===== src/rom.hex =====
// One column, one hex ROM nibble per line, window addresses 0 to 31 in order
3
8
d
2
7
c
1
6
b
0
5
a
f
4
9
e
2
9
c
3
6
d
0
7
a
1
4
b
e
5
8
f


===== src/saturn_bus_pkg.sv =====
// Saturn bus slave package with command codes, bus widths and memory sizes
`default_nettype none

package saturn_bus_pkg;

    // Bus and pointer geometry
    localparam int NIBBLE_W    = 4;           // One bus transfer
    localparam int PTR_W       = 20;          // Saturn address width
    localparam int PTR_NIBBLES = PTR_W / NIBBLE_W;  // Nibbles per pointer load

    // Memory window, low address bits only
    localparam int WIN_BITS  = 6;
    localparam int ROM_DEPTH = 32;            // Window bit 5 low
    localparam int RAM_DEPTH = 32;            // Window bit 5 high

    localparam string ROM_FILE = "/design/src/rom.hex";

    // Bus command codes, as sent with i_bus_is_data low
    typedef enum logic [NIBBLE_W-1:0] {
        CMD_PC_READ   = 4'h0,
        CMD_PC_WRITE  = 4'h1,
        CMD_DP_READ   = 4'h2,
        CMD_DP_WRITE  = 4'h3,
        CMD_LOAD_PC   = 4'h4,
        CMD_LOAD_DP   = 4'h5,
        CMD_CONFIGURE = 4'h6,
        CMD_RESET     = 4'hF
    } bus_cmd_t;

    typedef logic [PTR_W-1:0] ptr_t;

endpackage

`default_nettype wire


===== src/bus_ctrl_if.sv =====
// Strobes and data from the bus command controller to the pointer and memory blocks
`timescale 1ns/1ps
`default_nettype none

interface bus_ctrl_if;
    import saturn_bus_pkg::*;

    logic                load_pc;     // Load a nibble into PC
    logic                load_dp;     // Load a nibble into DP
    logic [2:0]          load_pos;    // Nibble slot being loaded
    logic                inc_pc;
    logic                inc_dp;
    logic                sel_dp;      // DP addresses the memory
    logic                rd_en;
    logic                wr_en;
    logic [NIBBLE_W-1:0] nibble;      // Data nibble from the bus

    modport ctrl (
        output load_pc, load_dp, load_pos,
        output inc_pc, inc_dp, sel_dp,
        output rd_en, wr_en, nibble
    );

    modport ptr (
        input load_pc, load_dp, load_pos,
        input inc_pc, inc_dp, sel_dp,
        input nibble
    );

    modport mem (
        input rd_en, wr_en, nibble
    );

endinterface

`default_nettype wire


===== src/bus_cmd_ctrl.sv =====
// Bus command controller, latches commands, counts address nibbles and issues strobes
`timescale 1ns/1ps
`default_nettype none

module bus_cmd_ctrl (
    input  wire logic                              i_clk,
    input  wire logic                              i_reset,
    input  wire logic                              i_bus_clk_en,
    input  wire logic                              i_bus_is_data,
    input  wire logic [saturn_bus_pkg::NIBBLE_W-1:0] i_bus_nibble_in,
    bus_ctrl_if.ctrl                               o_ctrl
);
    import saturn_bus_pkg::*;

    bus_cmd_t   cmd_q;         // Last latched command
    bus_cmd_t   cmd_in;
    logic [2:0] pos_q;         // Address nibble counter
    logic       cmd_stb;
    logic       data_stb;
    logic       reset_cmd;
    logic       loading;
    logic       last_pos;

    assign cmd_stb   = i_bus_clk_en && !i_bus_is_data;
    assign data_stb  = i_bus_clk_en && i_bus_is_data;
    assign cmd_in    = bus_cmd_t'(i_bus_nibble_in);
    assign reset_cmd = cmd_stb && (cmd_in == CMD_RESET);
    assign loading   = (cmd_q == CMD_LOAD_PC) || (cmd_q == CMD_LOAD_DP);
    assign last_pos  = (pos_q == 3'(PTR_NIBBLES - 1));

    assign o_ctrl.load_pos = pos_q;
    assign o_ctrl.sel_dp   = (cmd_q == CMD_DP_READ) || (cmd_q == CMD_DP_WRITE) ||
                             (cmd_q == CMD_LOAD_DP);

    // Decode the latched command into this cycle's strobes
    always_comb begin
        o_ctrl.load_pc = 1'b0;
        o_ctrl.load_dp = 1'b0;
        o_ctrl.inc_pc  = 1'b0;
        o_ctrl.inc_dp  = 1'b0;
        o_ctrl.rd_en   = 1'b0;
        o_ctrl.wr_en   = 1'b0;
        o_ctrl.nibble  = i_bus_nibble_in;
        if (reset_cmd) begin
            // Both loads together clear the pointers
            o_ctrl.load_pc = 1'b1;
            o_ctrl.load_dp = 1'b1;
            o_ctrl.nibble  = '0;
        end else if (data_stb) begin
            case (cmd_q)
                CMD_PC_READ: begin
                    o_ctrl.rd_en  = 1'b1;
                    o_ctrl.inc_pc = 1'b1;
                end
                CMD_DP_READ: begin
                    o_ctrl.rd_en  = 1'b1;
                    o_ctrl.inc_dp = 1'b1;
                end
                CMD_PC_WRITE: begin
                    o_ctrl.wr_en  = 1'b1;
                    o_ctrl.inc_pc = 1'b1;
                end
                CMD_DP_WRITE: begin
                    o_ctrl.wr_en  = 1'b1;
                    o_ctrl.inc_dp = 1'b1;
                end
                CMD_LOAD_PC: o_ctrl.load_pc = 1'b1;
                CMD_LOAD_DP: o_ctrl.load_dp = 1'b1;
                default: ;                          // Other commands are ignored
            endcase
        end
    end

    always_ff @(posedge i_clk) begin
        if (i_reset) begin
            cmd_q <= CMD_PC_READ;
            pos_q <= '0;
        end else if (cmd_stb) begin
            if (reset_cmd) begin
                cmd_q <= CMD_PC_READ;               // RESET also clears the command
            end else begin
                cmd_q <= cmd_in;
            end
            if ((cmd_in == CMD_LOAD_PC) || (cmd_in == CMD_LOAD_DP)) begin
                pos_q <= '0;
            end
        end else if (data_stb && loading) begin
            if (last_pos) begin
                pos_q <= '0;
                // Fifth nibble switches to the matching read
                cmd_q <= (cmd_q == CMD_LOAD_PC) ? CMD_PC_READ : CMD_DP_READ;
            end else begin
                pos_q <= pos_q + 3'd1;
            end
        end
    end

    a_pos_range: assert property (
        @(posedge i_clk) disable iff (i_reset)
        pos_q <= 3'(PTR_NIBBLES - 1)
    );

endmodule

`default_nettype wire


===== src/bus_pointer_regs.sv =====
// PC and DP pointer registers with nibble load, increment and address select
`timescale 1ns/1ps
`default_nettype none

module bus_pointer_regs (
    input  wire logic             i_clk,
    input  wire logic             i_reset,
    bus_ctrl_if.ptr               i_ctrl,
    output saturn_bus_pkg::ptr_t  o_addr
);
    import saturn_bus_pkg::*;

    ptr_t pc_q;
    ptr_t dp_q;
    logic clear;

    // Both load strobes at once is the RESET command
    assign clear  = i_ctrl.load_pc && i_ctrl.load_dp;
    assign o_addr = i_ctrl.sel_dp ? dp_q : pc_q;

    always_ff @(posedge i_clk) begin
        if (i_reset || clear) begin
            pc_q <= '0;
        end else if (i_ctrl.load_pc) begin
            pc_q[i_ctrl.load_pos*NIBBLE_W +: NIBBLE_W] <= i_ctrl.nibble;  // LSN first
        end else if (i_ctrl.inc_pc) begin
            pc_q <= pc_q + 1'b1;
        end
    end

    always_ff @(posedge i_clk) begin
        if (i_reset || clear) begin
            dp_q <= '0;
        end else if (i_ctrl.load_dp) begin
            dp_q[i_ctrl.load_pos*NIBBLE_W +: NIBBLE_W] <= i_ctrl.nibble;
        end else if (i_ctrl.inc_dp) begin
            dp_q <= dp_q + 1'b1;
        end
    end

    a_no_load_inc: assert property (
        @(posedge i_clk) disable iff (i_reset)
        !(i_ctrl.load_pc && i_ctrl.inc_pc) && !(i_ctrl.load_dp && i_ctrl.inc_dp)
    );

endmodule

`default_nettype wire


===== src/nibble_memory.sv =====
// Windowed nibble memory with a ROM half and a RAM half, registered bus read
`timescale 1ns/1ps
`default_nettype none

module nibble_memory (
    input  wire logic                                i_clk,
    input  wire logic                                i_reset,
    bus_ctrl_if.mem                                  i_ctrl,
    input  wire saturn_bus_pkg::ptr_t                i_addr,
    output logic [saturn_bus_pkg::NIBBLE_W-1:0]      o_bus_nibble_out
);
    import saturn_bus_pkg::*;

    logic [NIBBLE_W-1:0]          rom [ROM_DEPTH];
    logic [NIBBLE_W-1:0]          ram [RAM_DEPTH];
    logic [WIN_BITS-1:0]          win;       // Higher address bits alias
    logic                         ram_sel;
    logic [$clog2(RAM_DEPTH)-1:0] idx;

    initial begin
        $readmemh(ROM_FILE, rom);
    end

    assign win     = i_addr[WIN_BITS-1:0];
    assign ram_sel = win[WIN_BITS-1];
    assign idx     = win[$clog2(RAM_DEPTH)-1:0];

    // Read uses the pointer value from before its increment
    always_ff @(posedge i_clk) begin
        if (i_reset) begin
            o_bus_nibble_out <= '0;
        end else if (i_ctrl.rd_en) begin
            o_bus_nibble_out <= ram_sel ? ram[idx] : rom[idx];
        end
    end

    always_ff @(posedge i_clk) begin
        if (i_ctrl.wr_en && ram_sel) begin
            ram[idx] <= i_ctrl.nibble;           // ROM half drops writes
        end
    end

    a_rd_wr_excl: assert property (
        @(posedge i_clk) disable iff (i_reset)
        !(i_ctrl.rd_en && i_ctrl.wr_en)
    );

endmodule

`default_nettype wire


===== src/saturn_bus_slave_top.sv =====
// Saturn nibble bus memory slave, controller plus pointers plus windowed memory
`timescale 1ns/1ps
`default_nettype none

module saturn_bus_slave_top (
    input  wire logic                                i_clk,
    input  wire logic                                i_reset,
    input  wire logic                                i_bus_clk_en,
    input  wire logic                                i_bus_is_data,
    input  wire logic [saturn_bus_pkg::NIBBLE_W-1:0] i_bus_nibble_in,
    output logic [saturn_bus_pkg::NIBBLE_W-1:0]      o_bus_nibble_out
);
    import saturn_bus_pkg::*;

    ptr_t mem_addr;              // PC or DP, chosen by the controller

    bus_ctrl_if u_ctrl_if ();

    bus_cmd_ctrl u_cmd_ctrl (
        .i_clk           (i_clk),
        .i_reset         (i_reset),
        .i_bus_clk_en    (i_bus_clk_en),
        .i_bus_is_data   (i_bus_is_data),
        .i_bus_nibble_in (i_bus_nibble_in),
        .o_ctrl          (u_ctrl_if.ctrl)
    );

    bus_pointer_regs u_pointers (
        .i_clk   (i_clk),
        .i_reset (i_reset),
        .i_ctrl  (u_ctrl_if.ptr),
        .o_addr  (mem_addr)
    );

    nibble_memory u_memory (
        .i_clk            (i_clk),
        .i_reset          (i_reset),
        .i_ctrl           (u_ctrl_if.mem),
        .i_addr           (mem_addr),
        .o_bus_nibble_out (o_bus_nibble_out)
    );

endmodule

`default_nettype wire


===== config.mk =====
export PLATFORM = sky130hd
export DESIGN_NAME = saturn_bus_slave_top
export DESIGN_NICKNAME = d
export VERILOG_FILES = /design/src/saturn_bus_pkg.sv /design/src/bus_ctrl_if.sv /design/src/bus_cmd_ctrl.sv /design/src/bus_pointer_regs.sv /design/src/nibble_memory.sv /design/src/saturn_bus_slave_top.sv
export SDC_FILE = /design/constraint.sdc
export NUM_CORES = 1
export LEC_CHECK = 0
export BUFFER_PORTS_ARGS = -buffer_cell sky130_fd_sc_hd__clkbuf_2
export CAP_MARGIN = 20
export CORE_AREA = 5 5 134 136
export DETAILED_ROUTE_END_ITERATION = 8
export DIE_AREA = 0 0 139 141
export GPL_TIMING_DRIVEN = 0
export PLACE_DENSITY = 0.75
export SYNTH_ARGS = -nofsm -noshare
export SYNTH_HDL_FRONTEND = slang
export SYNTH_HIERARCHICAL = 1
export SYNTH_SLANG_ARGS = --single-unit

===== constraint.sdc =====
create_clock -name i_clk -period 6.6 [get_ports i_clk]
set_input_delay 0.99 -clock i_clk [delete_from_list [all_inputs] [get_ports i_clk]]
set_output_delay 0.99 -clock i_clk [all_outputs]
set_load 0.03 [all_outputs]

# After elaboration in Yosys (flattened, before gate mapping)

Memory sizes are Yosys's and may differ from the RTL's.
Index checks and enable logic that the tools add are counted.
W data, S select, Z words.

Shift-type cells: 2
Reduce and logical (&&, ||, !) cells: 23
Multiplexer cells: 37
Eq/ne operators: 10
$add $sub $neg: 4

Operators by type and width:

| kind                      | number |
|---|---|
| $mux W20                  | 4 |
| $add A20 B1 Y20 const B   | 2 |
| $bwmux W20                | 2 |
| $neg A5 Y34               | 1 |
| $shift A4 B34 Y20 const A | 1 |
| $shiftx A4 B34 Y20        | 1 |
| $mux W1                   | 20 |
| $mux W4                   | 5 |
| $eq A4 B3 Y1 const B      | 4 |
| $mux W3                   | 4 |
| $eq A4 B2 Y1 const B      | 2 |
| $reduce_bool A2 Y1        | 4 |
| $reduce_or A2 Y1          | 4 |
| $logic_and A1 B1 Y1       | 6 |
| $mux W6                   | 1 |
| $logic_or A1 B1 Y1        | 5 |
| $eq A4 B1 Y1 const B      | 1 |
| $eq A4 B4 Y1 const B      | 1 |
| $logic_not A4 Y1          | 1 |
| $reduce_and A2 Y1         | 2 |
| $add A3 B1 Y3 const B     | 1 |
| $eq A3 B3 Y1 const B      | 1 |
| $mux W2                   | 1 |
| $ne A2 B2 Y1 const B      | 1 |
| $logic_not A1 Y1          | 1 |

RAM bits: 128
Logic and storage cells: 82
Input bits: 8
Output and inout bits: 4
Register bits: 51
Memories: 1

Memory list:

| name         | depth | width | read ports | clocked after Yosys merged registers in | write ports | line                | source |
|---|---|---|---|---|---|---|---|
| u_memory.ram | 32    | 4     | 1          | 0                                       | 1           | nibble_memory.sv:15 | `logic [NIBBLE_W-1:0] ram [RAM_DEPTH];` |

# Logic depth before layout (Yosys ltp)

Gate-level depths: netlist (run 1).

Depth after elaboration: 8
Mapped depth: 11
Mapped depth without buffers: 8

# Hierarchy

The synthesis (run 1) kept the hierarchy.

Modules (own cells, without submodules):

| module           | instances | cells each | area an instance (um^2) |
|---|---|---|---|
| nibble_memory    | 1         | 308        | 5366.4 |
| bus_pointer_regs | 1         | 388        | 3072.9 |
| bus_cmd_ctrl     | 1         | 67         | 540.5 |

# Least setup slack after synthesis (run 1)

No wires, ideal clock.

Path kind: in2reg
Start point: input port i_bus_is_data
End point: register u_pointers.pc_q[12]
Required time: 6.535 ns
Data arrival time: 3.099 ns
Slack: 3.436 ns
Library setup time: 0.065 ns
Buffers on the path: 0
Stages on the path: 8
Path through: nand2b_4 -> nor3_2 -> nor2b_1 -> nand2_1 -> or4_1 -> o41ai_1 -> a32oi_1 -> nor2_1

Longest elaborated chain between the ends: 7
Elaborated cells on any way between the ends: 17
Those cells by class: shift (1); mux (9); reduce/logical (7)

RTL lines:

| element                        | line                      | source |
|---|---|---|
| start: declaration             | saturn_bus_slave_top.sv:9 | `input wire logic i_bus_is_data,` |
| $logic_not A1 Y1               | bus_cmd_ctrl.sv:24        | `assign cmd_stb = i_bus_clk_en && !i_bus_is_data;` |
| $logic_and A1 B1 Y1            | bus_cmd_ctrl.sv:24        |  |
| $logic_and A1 B1 Y1            | bus_cmd_ctrl.sv:27        | `assign reset_cmd = cmd_stb && (cmd_in == CMD_RESET);` |
| $mux W4                        | bus_cmd_ctrl.sv:44        | `if (reset_cmd) begin` |
| via u_ctrl_if.nibble[0]        | bus_ctrl_if.sv:16         | `logic [NIBBLE_W-1:0] nibble;` |
| $shiftx A4 B34 Y20             | bus_pointer_regs.sv:25    | `pc_q[i_ctrl.load_pos*NIBBLE_W +: NIBBLE_W] <= i_ctrl.nibble;` |
| $bwmux W20                     | bus_pointer_regs.sv:25    |  |
| $mux W20                       | bus_pointer_regs.sv:24    | `end else if (i_ctrl.load_pc) begin` |
| end signal: indexed assignment | bus_pointer_regs.sv:25    |  |
| end signal: assignment         | bus_pointer_regs.sv:27    | `pc_q <= pc_q + 1'b1;` |
| end: declaration               | bus_pointer_regs.sv:13    | `ptr_t pc_q;` |

The timed path passes the listed nets, and every way through them passes these cells.
A chain may end at the register's enable or synchronous reset.

# Worst setup path in the final report (run 1)

Start point: register u_cmd_ctrl.cmd_q[1]
End point: memory u_memory.ram[27][1], enable pin

Elaborated cells on any way between the ends: 14
Those cells by class: eq/ne (4); mux (6); reduce/logical (4)

RTL lines:

| element                  | line                       | source |
|---|---|---|
| start: declaration       | bus_cmd_ctrl.sv:15         | `bus_cmd_t cmd_q;` |
| start signal: assignment | bus_cmd_ctrl.sv:82         | `cmd_q <= cmd_in;` |
| start signal: assignment | bus_cmd_ctrl.sv:91         | `cmd_q <= (cmd_q == CMD_LOAD_PC) ? CMD_PC_READ : CMD_DP_READ;` |
| $eq A4 B2 Y1             | bus_cmd_ctrl.sv:32         | `assign o_ctrl.sel_dp = (cmd_q == CMD_DP_READ) \|\| (cmd_q == CMD_DP_WRITE) \|\|` |
| $logic_or A1 B1 Y1       | bus_cmd_ctrl.sv:32         |  |
| $logic_or A1 B1 Y1 (*)   | bus_cmd_ctrl.sv:32         |  |
| via u_ctrl_if.sel_dp     | bus_ctrl_if.sv:13          | `logic sel_dp;` |
| $mux W6 (*)              | bus_pointer_regs.sv:19     | `assign o_addr = i_ctrl.sel_dp ? dp_q : pc_q;` |
| via mem_addr[0]          | saturn_bus_slave_top.sv:15 | `ptr_t mem_addr;` |
| end: declaration         | nibble_memory.sv:15        |  |

Mark *: on every way through the listed nets, which the timed path passes. The rest lies on a longest branch.

==> results.txt, run 1 <==
* Run status: completed
- Worst-case clock skew: 11.49 ps
- For this design the ratio of total power to cell area is 266.5 nW/um^2.
- From bottom edge to top edge, the die measures 141 um.
- Area of the core: 16820 sq um
- Mean post-synth cell area: 13.70 sq um
- Clock sink total: 151
- The total overflow left after global routing is 0.
* Number of antenna violations at the first check in global routing: 0
- Average wire per standard cell: 19.43 um
* Estimated wirelength of the detail-placed design: 10690 um
- CTS Root Cell: clkbuf_16
- During synthesis, Yosys emitted a total of 6 warnings.
* Combined area of all synthesized cells: 6907 sq um
* Critical Path Sink Type: register
- Post-detailed-route DRC marker count: 0
- For this block, the routed nets add up to 15080 um of wire.
- Maximum Capacitance Violations: 0
- Worst min-delay path category: reg -> reg
- The critical path is of the reg -> reg type.
- Clock-pin slew was measured on the worst setup and hold paths at 70 ps.
- Final Wtd Congestion: 0.8880
- In this run, post-CTS repair resized a total of 0 instances.
- Maximum count of clock buffers along a single path: 2
- Setup repair after global routing left no endpoint under its margin.
- H-tree depth: 4
* Number of global-route vias before repair: 4479
- Highest fanout seen on the critical path: 10
* Final std cells w/o fill: 776
* Num CTS Buffers: 17
- Entering global routing, the biggest net connects 21 pins.
- Number of post-CTS setup repair buffers: 0
- Average vias per placed instance: 5.754
- From left edge to right edge, the die measures 139 um.
* Max IR drop VDD: 188.9 uV
- The clock reaches the later pin of the worst-skew pair after 430 ps.
- Effective utilization at floorplan: 41.07%
* Area enclosed by the die boundary: 19600 sq um
* Number of placed cells counting well taps: 744
- Post-synthesis net count: 520
- Total global-route track usage: 15.81%
- In the final timing run, aggregate negative setup slack is 0 ps.
- For the worst setup path, the data arrival time is 3510 ps.
* Most common cell after layout, fill and taps aside: edfxtp_1
* Commonest non-fill, non-tap cells in the layout: edfxtp_1, nor2_1, nand2_1
- Dividing the final minimum period by the clock period gives 52.06%.
* Period minus WS final: 3436 ps
- Buffers inserted to repair hold after CTS numbered 0.
- Synth-to-layout area growth: 14.28%
- Final layout net count: 554
- The first global-routing pass estimated 23960 um of wire.
- CTS tree: built
- Derived from the worst setup path, the maximum achievable clock frequency is 291.0 MHz.
- The number of hold violations in the final report came to 0.
- Std cell rows: 48
- Of the cells placed in the final design, the portion with a size suffix greater than 1 is 19.24%.
- At the pin with the least slew margin, the transition time is 764.1 ps.
- Number of standard cells after synthesis: 504
- The detail route stage leaves a number of antenna-violating nets equal to 0.
- In this run the tool buffered the top-level ports with 11 buffer cells.
* Final-report setup violation count: 0
- Startpoint Class: register
- The first routing iteration left 602 violations.
- Pins over their slew limit: 0
- At the worst endpoint, the required time is 6670 ps.
- Total inserted antenna cells: 0
- Summed over all cells, the static leakage comes to 2.520 nW.
* Total iterations of the first detailed-routing run: 5
- 12 I/O pins were placed.
- Measured against its own limit, the worst slew margin works out to 48.83%.
* Overall via count from detail_route: 4465
[critical path, stage by stage (launching register included)]
cell and delay, ps:
dfxtp_1 490, nand2b_1 90, a21oi_1 340, mux2_2 230, buf_4 210, buf_6 220
buf_6 170, buf_2 240, nand4_1 500, nor2_1 570
[power breakdown]
part / internal (W) / switching (W)
registers: 0.00104 / 0.00000734
clock network: 0.000499 / 0.000412
logic: 0.0000620 / 0.0000844
[through the flow]
stage | hold WS [ps] | setup WS (ps) | power [W] | utilization, % | instance area, sq um
floorplan | 484.3 | 3678 | 0.001165 | - | 6907
finish | 509.4 | 3164 | 0.002103 | 46.93 | 7893
detailed placement | 498.2 | 3193 | 0.001212 | 43.56 | 7326
CTS | 506.9 | 3189 | 0.002116 | 46.93 | 7893
global route | 542.7 | 2993 | 0.002175 | 46.93 | 7893
global placement | 495.1 | 2322 | 0.001203 | 43.07 | 7243
[cell type report]
type,count,area (sq um)
multi-input combinational,303,2359
buffer,38,209.0
fill,1417,8924
sequential,151,4304
inverter,12,45.04
timing repair buffer,15,127.6
tap,225,281.5
clock inverter,14,137.6
clock buffer,18,429.2
[registers in the layout, indices dropped and copies added, names as in the netlist]
name and flops:
u_cmd_ctrl/o_ctrl.load_pos 3, u_cmd_ctrl/cmd_q 4, u_pointers/dp_q 6, u_memory/ram 128
u_pointers/pc_q 6, u_memory/o_bus_nibble_out 4
[final timing paths]
| path | cells after the start | from | endpoint | slack [ps] |
|---|---|---|---|---|
| setup / recovery | 9 | u_cmd_ctrl/cmd_q[1] | u_memory/ram[27][1] | 3160 |
| setup reg to reg | 9 | u_cmd_ctrl/cmd_q[1] | u_memory/ram[27][1] | 3160 |
| hold / removal | 2 | u_memory/o_bus_nibble_out[1] | u_memory/o_bus_nibble_out[1] | 510 |
| hold reg to reg | 2 | u_memory/o_bus_nibble_out[1] | u_memory/o_bus_nibble_out[1] | 510 |
[routing by layer]
metal | track usage, % | wire [um] | vias to the layer above
met3 | 4.613 | 1281 | 35
met2 | 25.26 | 7177 | 211
met1 | 20.62 | 6268 | 2210
li1 | - | - | 2009
met4 | 5.922 | 352 | 0
met5 | 0 | 0 | -
Power figures use the tool's default switching activity.
==> run 2: changes to the inputs <==
Settings changed: PLACE_DENSITY 0.75 to 0.78.
Clock period 6.6 ns to 2.93 ns, I/O delays scaled along.
==> run 2 against run 1 <==
Net effect: clock skew fell by 3.9 ps; critical endpoint is now u_memory/ram[15][1]; final cell count shrank 0.26%; maximum frequency grew 22%; count of clock-buffer cells in the layout stayed put; final area grew 2.6%; sequential power grew 120%.
==> results.txt, run 2 (synthesized netlist as in run 1, its figures left out) <==
* Total global-route track usage: 16.26%
- Levels on crit path: 8
- By startpoint and endpoint, the worst setup path is classified as reg -> reg.
- Once detailed placement completed, the half-perimeter wirelength came to 10460 um.
- Logic depth of the worst register-to-register path: 8
- The routed layout has 4475 vias.
- Average wire per standard cell: 20.06 um
* Number of port buffers: 11
* Worst-case clock skew: 7.583 ps
- The analysis attributes to cell leakage a power of 2.554 nW.
* Maximum count of clock buffers along a single path: 2
* Area enclosed by the die boundary: 19600 sq um
* Horiz. Die Dim: 139 um
* Effective utilization at floorplan: 41.07%
- Along the worst hold path, the cell count comes to 3.
* Total inserted antenna cells: 0
- Entering global routing, the biggest net connects 25 pins.
* Num CTS Buffers: 17
* H-tree depth: 4
* Chain of cells forming the critical path: nand3b_1 > a21oi_4 > clkbuf_2 > mux2_2 > clkbuf_1 > inv_1 > nand3_1 > nor2_2
* Die height: 141 um
* Clock latency on the worst-skew pair: 420 ps
- Summing all multi-input logic gate instances after layout gives 2516 sq um.
* Crit-path leading delay family: simple AND/OR/NAND/NOR gates
- Setup violations remaining at the end of the flow were counted as 0.
- Wire length of the first global-routing pass: 24520 um
* Measured slew at the worst slew-check pin: 729.0 ps
- Compared with the post-synthesis result, the final layout area differs by 17.19%.
* Boundary Pins: 12
- Adding up every negative setup slack in the final design gives 0 ps.
* Critical path's slowest cell: mux2_2
- Total iterations of the first detailed-routing run: 7
- After global routing the overflow that remains totals 0.
- Post-detailed-route DRC marker count: 0
* Slew Limit Headroom: 51.18%
* Required @ worst endpoint: 3020 ps
* Power per Cell Area: 603.1 nW/um^2
- Using the TritonRoute via totals, the vias-per-cell ratio works out to 5.782.
* Max Freq: 355.4 MHz
* Share of cells above drive strength 1: 26.78%
* Final Wtd Congestion: 0.9377
* Final core occ: 48.13%
* CTS Root Cell: clkbuf_16
- In the finished design, the share of the clock period the worst path needs comes to 96.04%.
- CTS saw 151 sinks.
- Highest fanout seen on the critical path: 10
* Final layout net count: 555
- Overall power consumption after layout is estimated at 0.004881 W.
- Commonest non-fill, non-tap cells in the layout: edfxtp_1, nor2_1, nand2_1, mux2i_1, nor2_2
- In this run, the number of DRC markers left after iteration 0 of detailed routing was 550.
- Worst hold margin: 341.1 ps
- The floorplan step defined a core boundary enclosing 16820 sq um.
- Largest Register: u_memory/ram
- Setup repair after global routing could not meet its margin everywhere.
- Pins over their slew limit: 0
- Count of buffering cells on the critical path with inverters included: 3
* Number of global-route vias before repair: 4479
- DRT Wirelength: 15530 um
- The register with the most flip-flops in the layout has 128 of them.
- CTS tree: built
* Max IR drop VDD: 361.7 uV
- The largest registers in the layout are u_memory/ram: 128 flops, u_pointers/dp_q: 6 flops, u_pointers/pc_q: 6 flops.
- Count of filler cells inserted in the layout: 1392
- Critical Path Sink Type: register
- Period minus WS final: 2814 ps
* Number of failing hold endpoints at the final stage: 0
* Run status: completed
* Critical Path Max Stage Delay: 420 ps
- Reg clk slew, reported paths: 60 ps
- Register area: 4308 sq um
* Std cell rows: 48
- Startpoint Class: register
* Most common cell after layout, fill and taps aside: edfxtp_1
- The min-delay analysis places its worst path in the category in -> reg.
- Max-cap violations in this run came to 0.
- Number of antenna violations at the first check in global routing: 0
- Data arrives at the worst endpoint at 2910 ps.
- Number of antenna-violating nets in the routed design: 0
## run 2: cell count changes in the layout (fill, tap and decap cells not counted), sizes merged
cell | previous run | this run
inv | 20 | 12
bufinv | 0 | 4
buf | 20 | 23
clkbuf | 51 | 49
clkinvlp | 2 | 3
## run 2: cell type report
type,count,share of cell area [%]
clock inverters,11,1.963
multi-input cells,303,31.09
inverters,12,0.5565
repair buffers,18,1.855
plain buffers,36,2.535
well taps,225,3.478
flip-flops and latches,151,53.22
clock buffers,18,5.302
## run 2: worst paths after layout
path                                       end                    startpoint  slack (ps)
setup / recovery           u_memory/ram[15][1]           u_cmd_ctrl/cmd_q[1]         120
hold / removal             u_cmd_ctrl/cmd_q[0]            i_bus_nibble_in[0]         340
setup reg to reg           u_memory/ram[15][1]           u_cmd_ctrl/cmd_q[1]         120
hold reg to reg   u_memory/o_bus_nibble_out[2]  u_memory/o_bus_nibble_out[2]         510
## run 2: worst register-to-register path, cell delays in order, from the launching register on
cell and delay (ps):
dfxtp_2 360, nand3b_1 210, a21oi_4 200, clkbuf_2 180, mux2_2 420, clkbuf_1 270
inv_1 190, nand3_1 310, nor2_2 360
## run 2: per-layer routing
layer  wire, um  vias up  global-route usage [%]
met2       7665      201                   26.39
met4        293        0                   5.664
met5          0        -                       0
met1       6472     2239                   21.27
met3       1095       31                   4.342
li1           -     2004                       -
## run 2: where the power goes
part	internal [W]	switching [W]	total [W]	leakage (nW)
clock network	0.00140	0.000790	0.00219	0.276
registers	0.00234	0.0000164	0.00236	1.34
logic	0.000141	0.000195	0.000337	0.939
total	0.00388	0.00100	0.00488	2.55
## run 2: repair_timing
action,4_1_cts,5_1_grt
pin swaps,2,0
hold buffers,0,0
setup buffers,3,0
gates resized for setup,41,14
endpoints found under the setup margin,132,100
## run 2: through the flow
step	instance area, sq um	instances	worst slack, ps
detailed placement	7326	744	-375.8
global placement	7243	740	-714.9
CTS	8056	774	40.57
global route	8094	774	-11.08
finish	8094	774	116.1
floorplan	6907	504	282.3
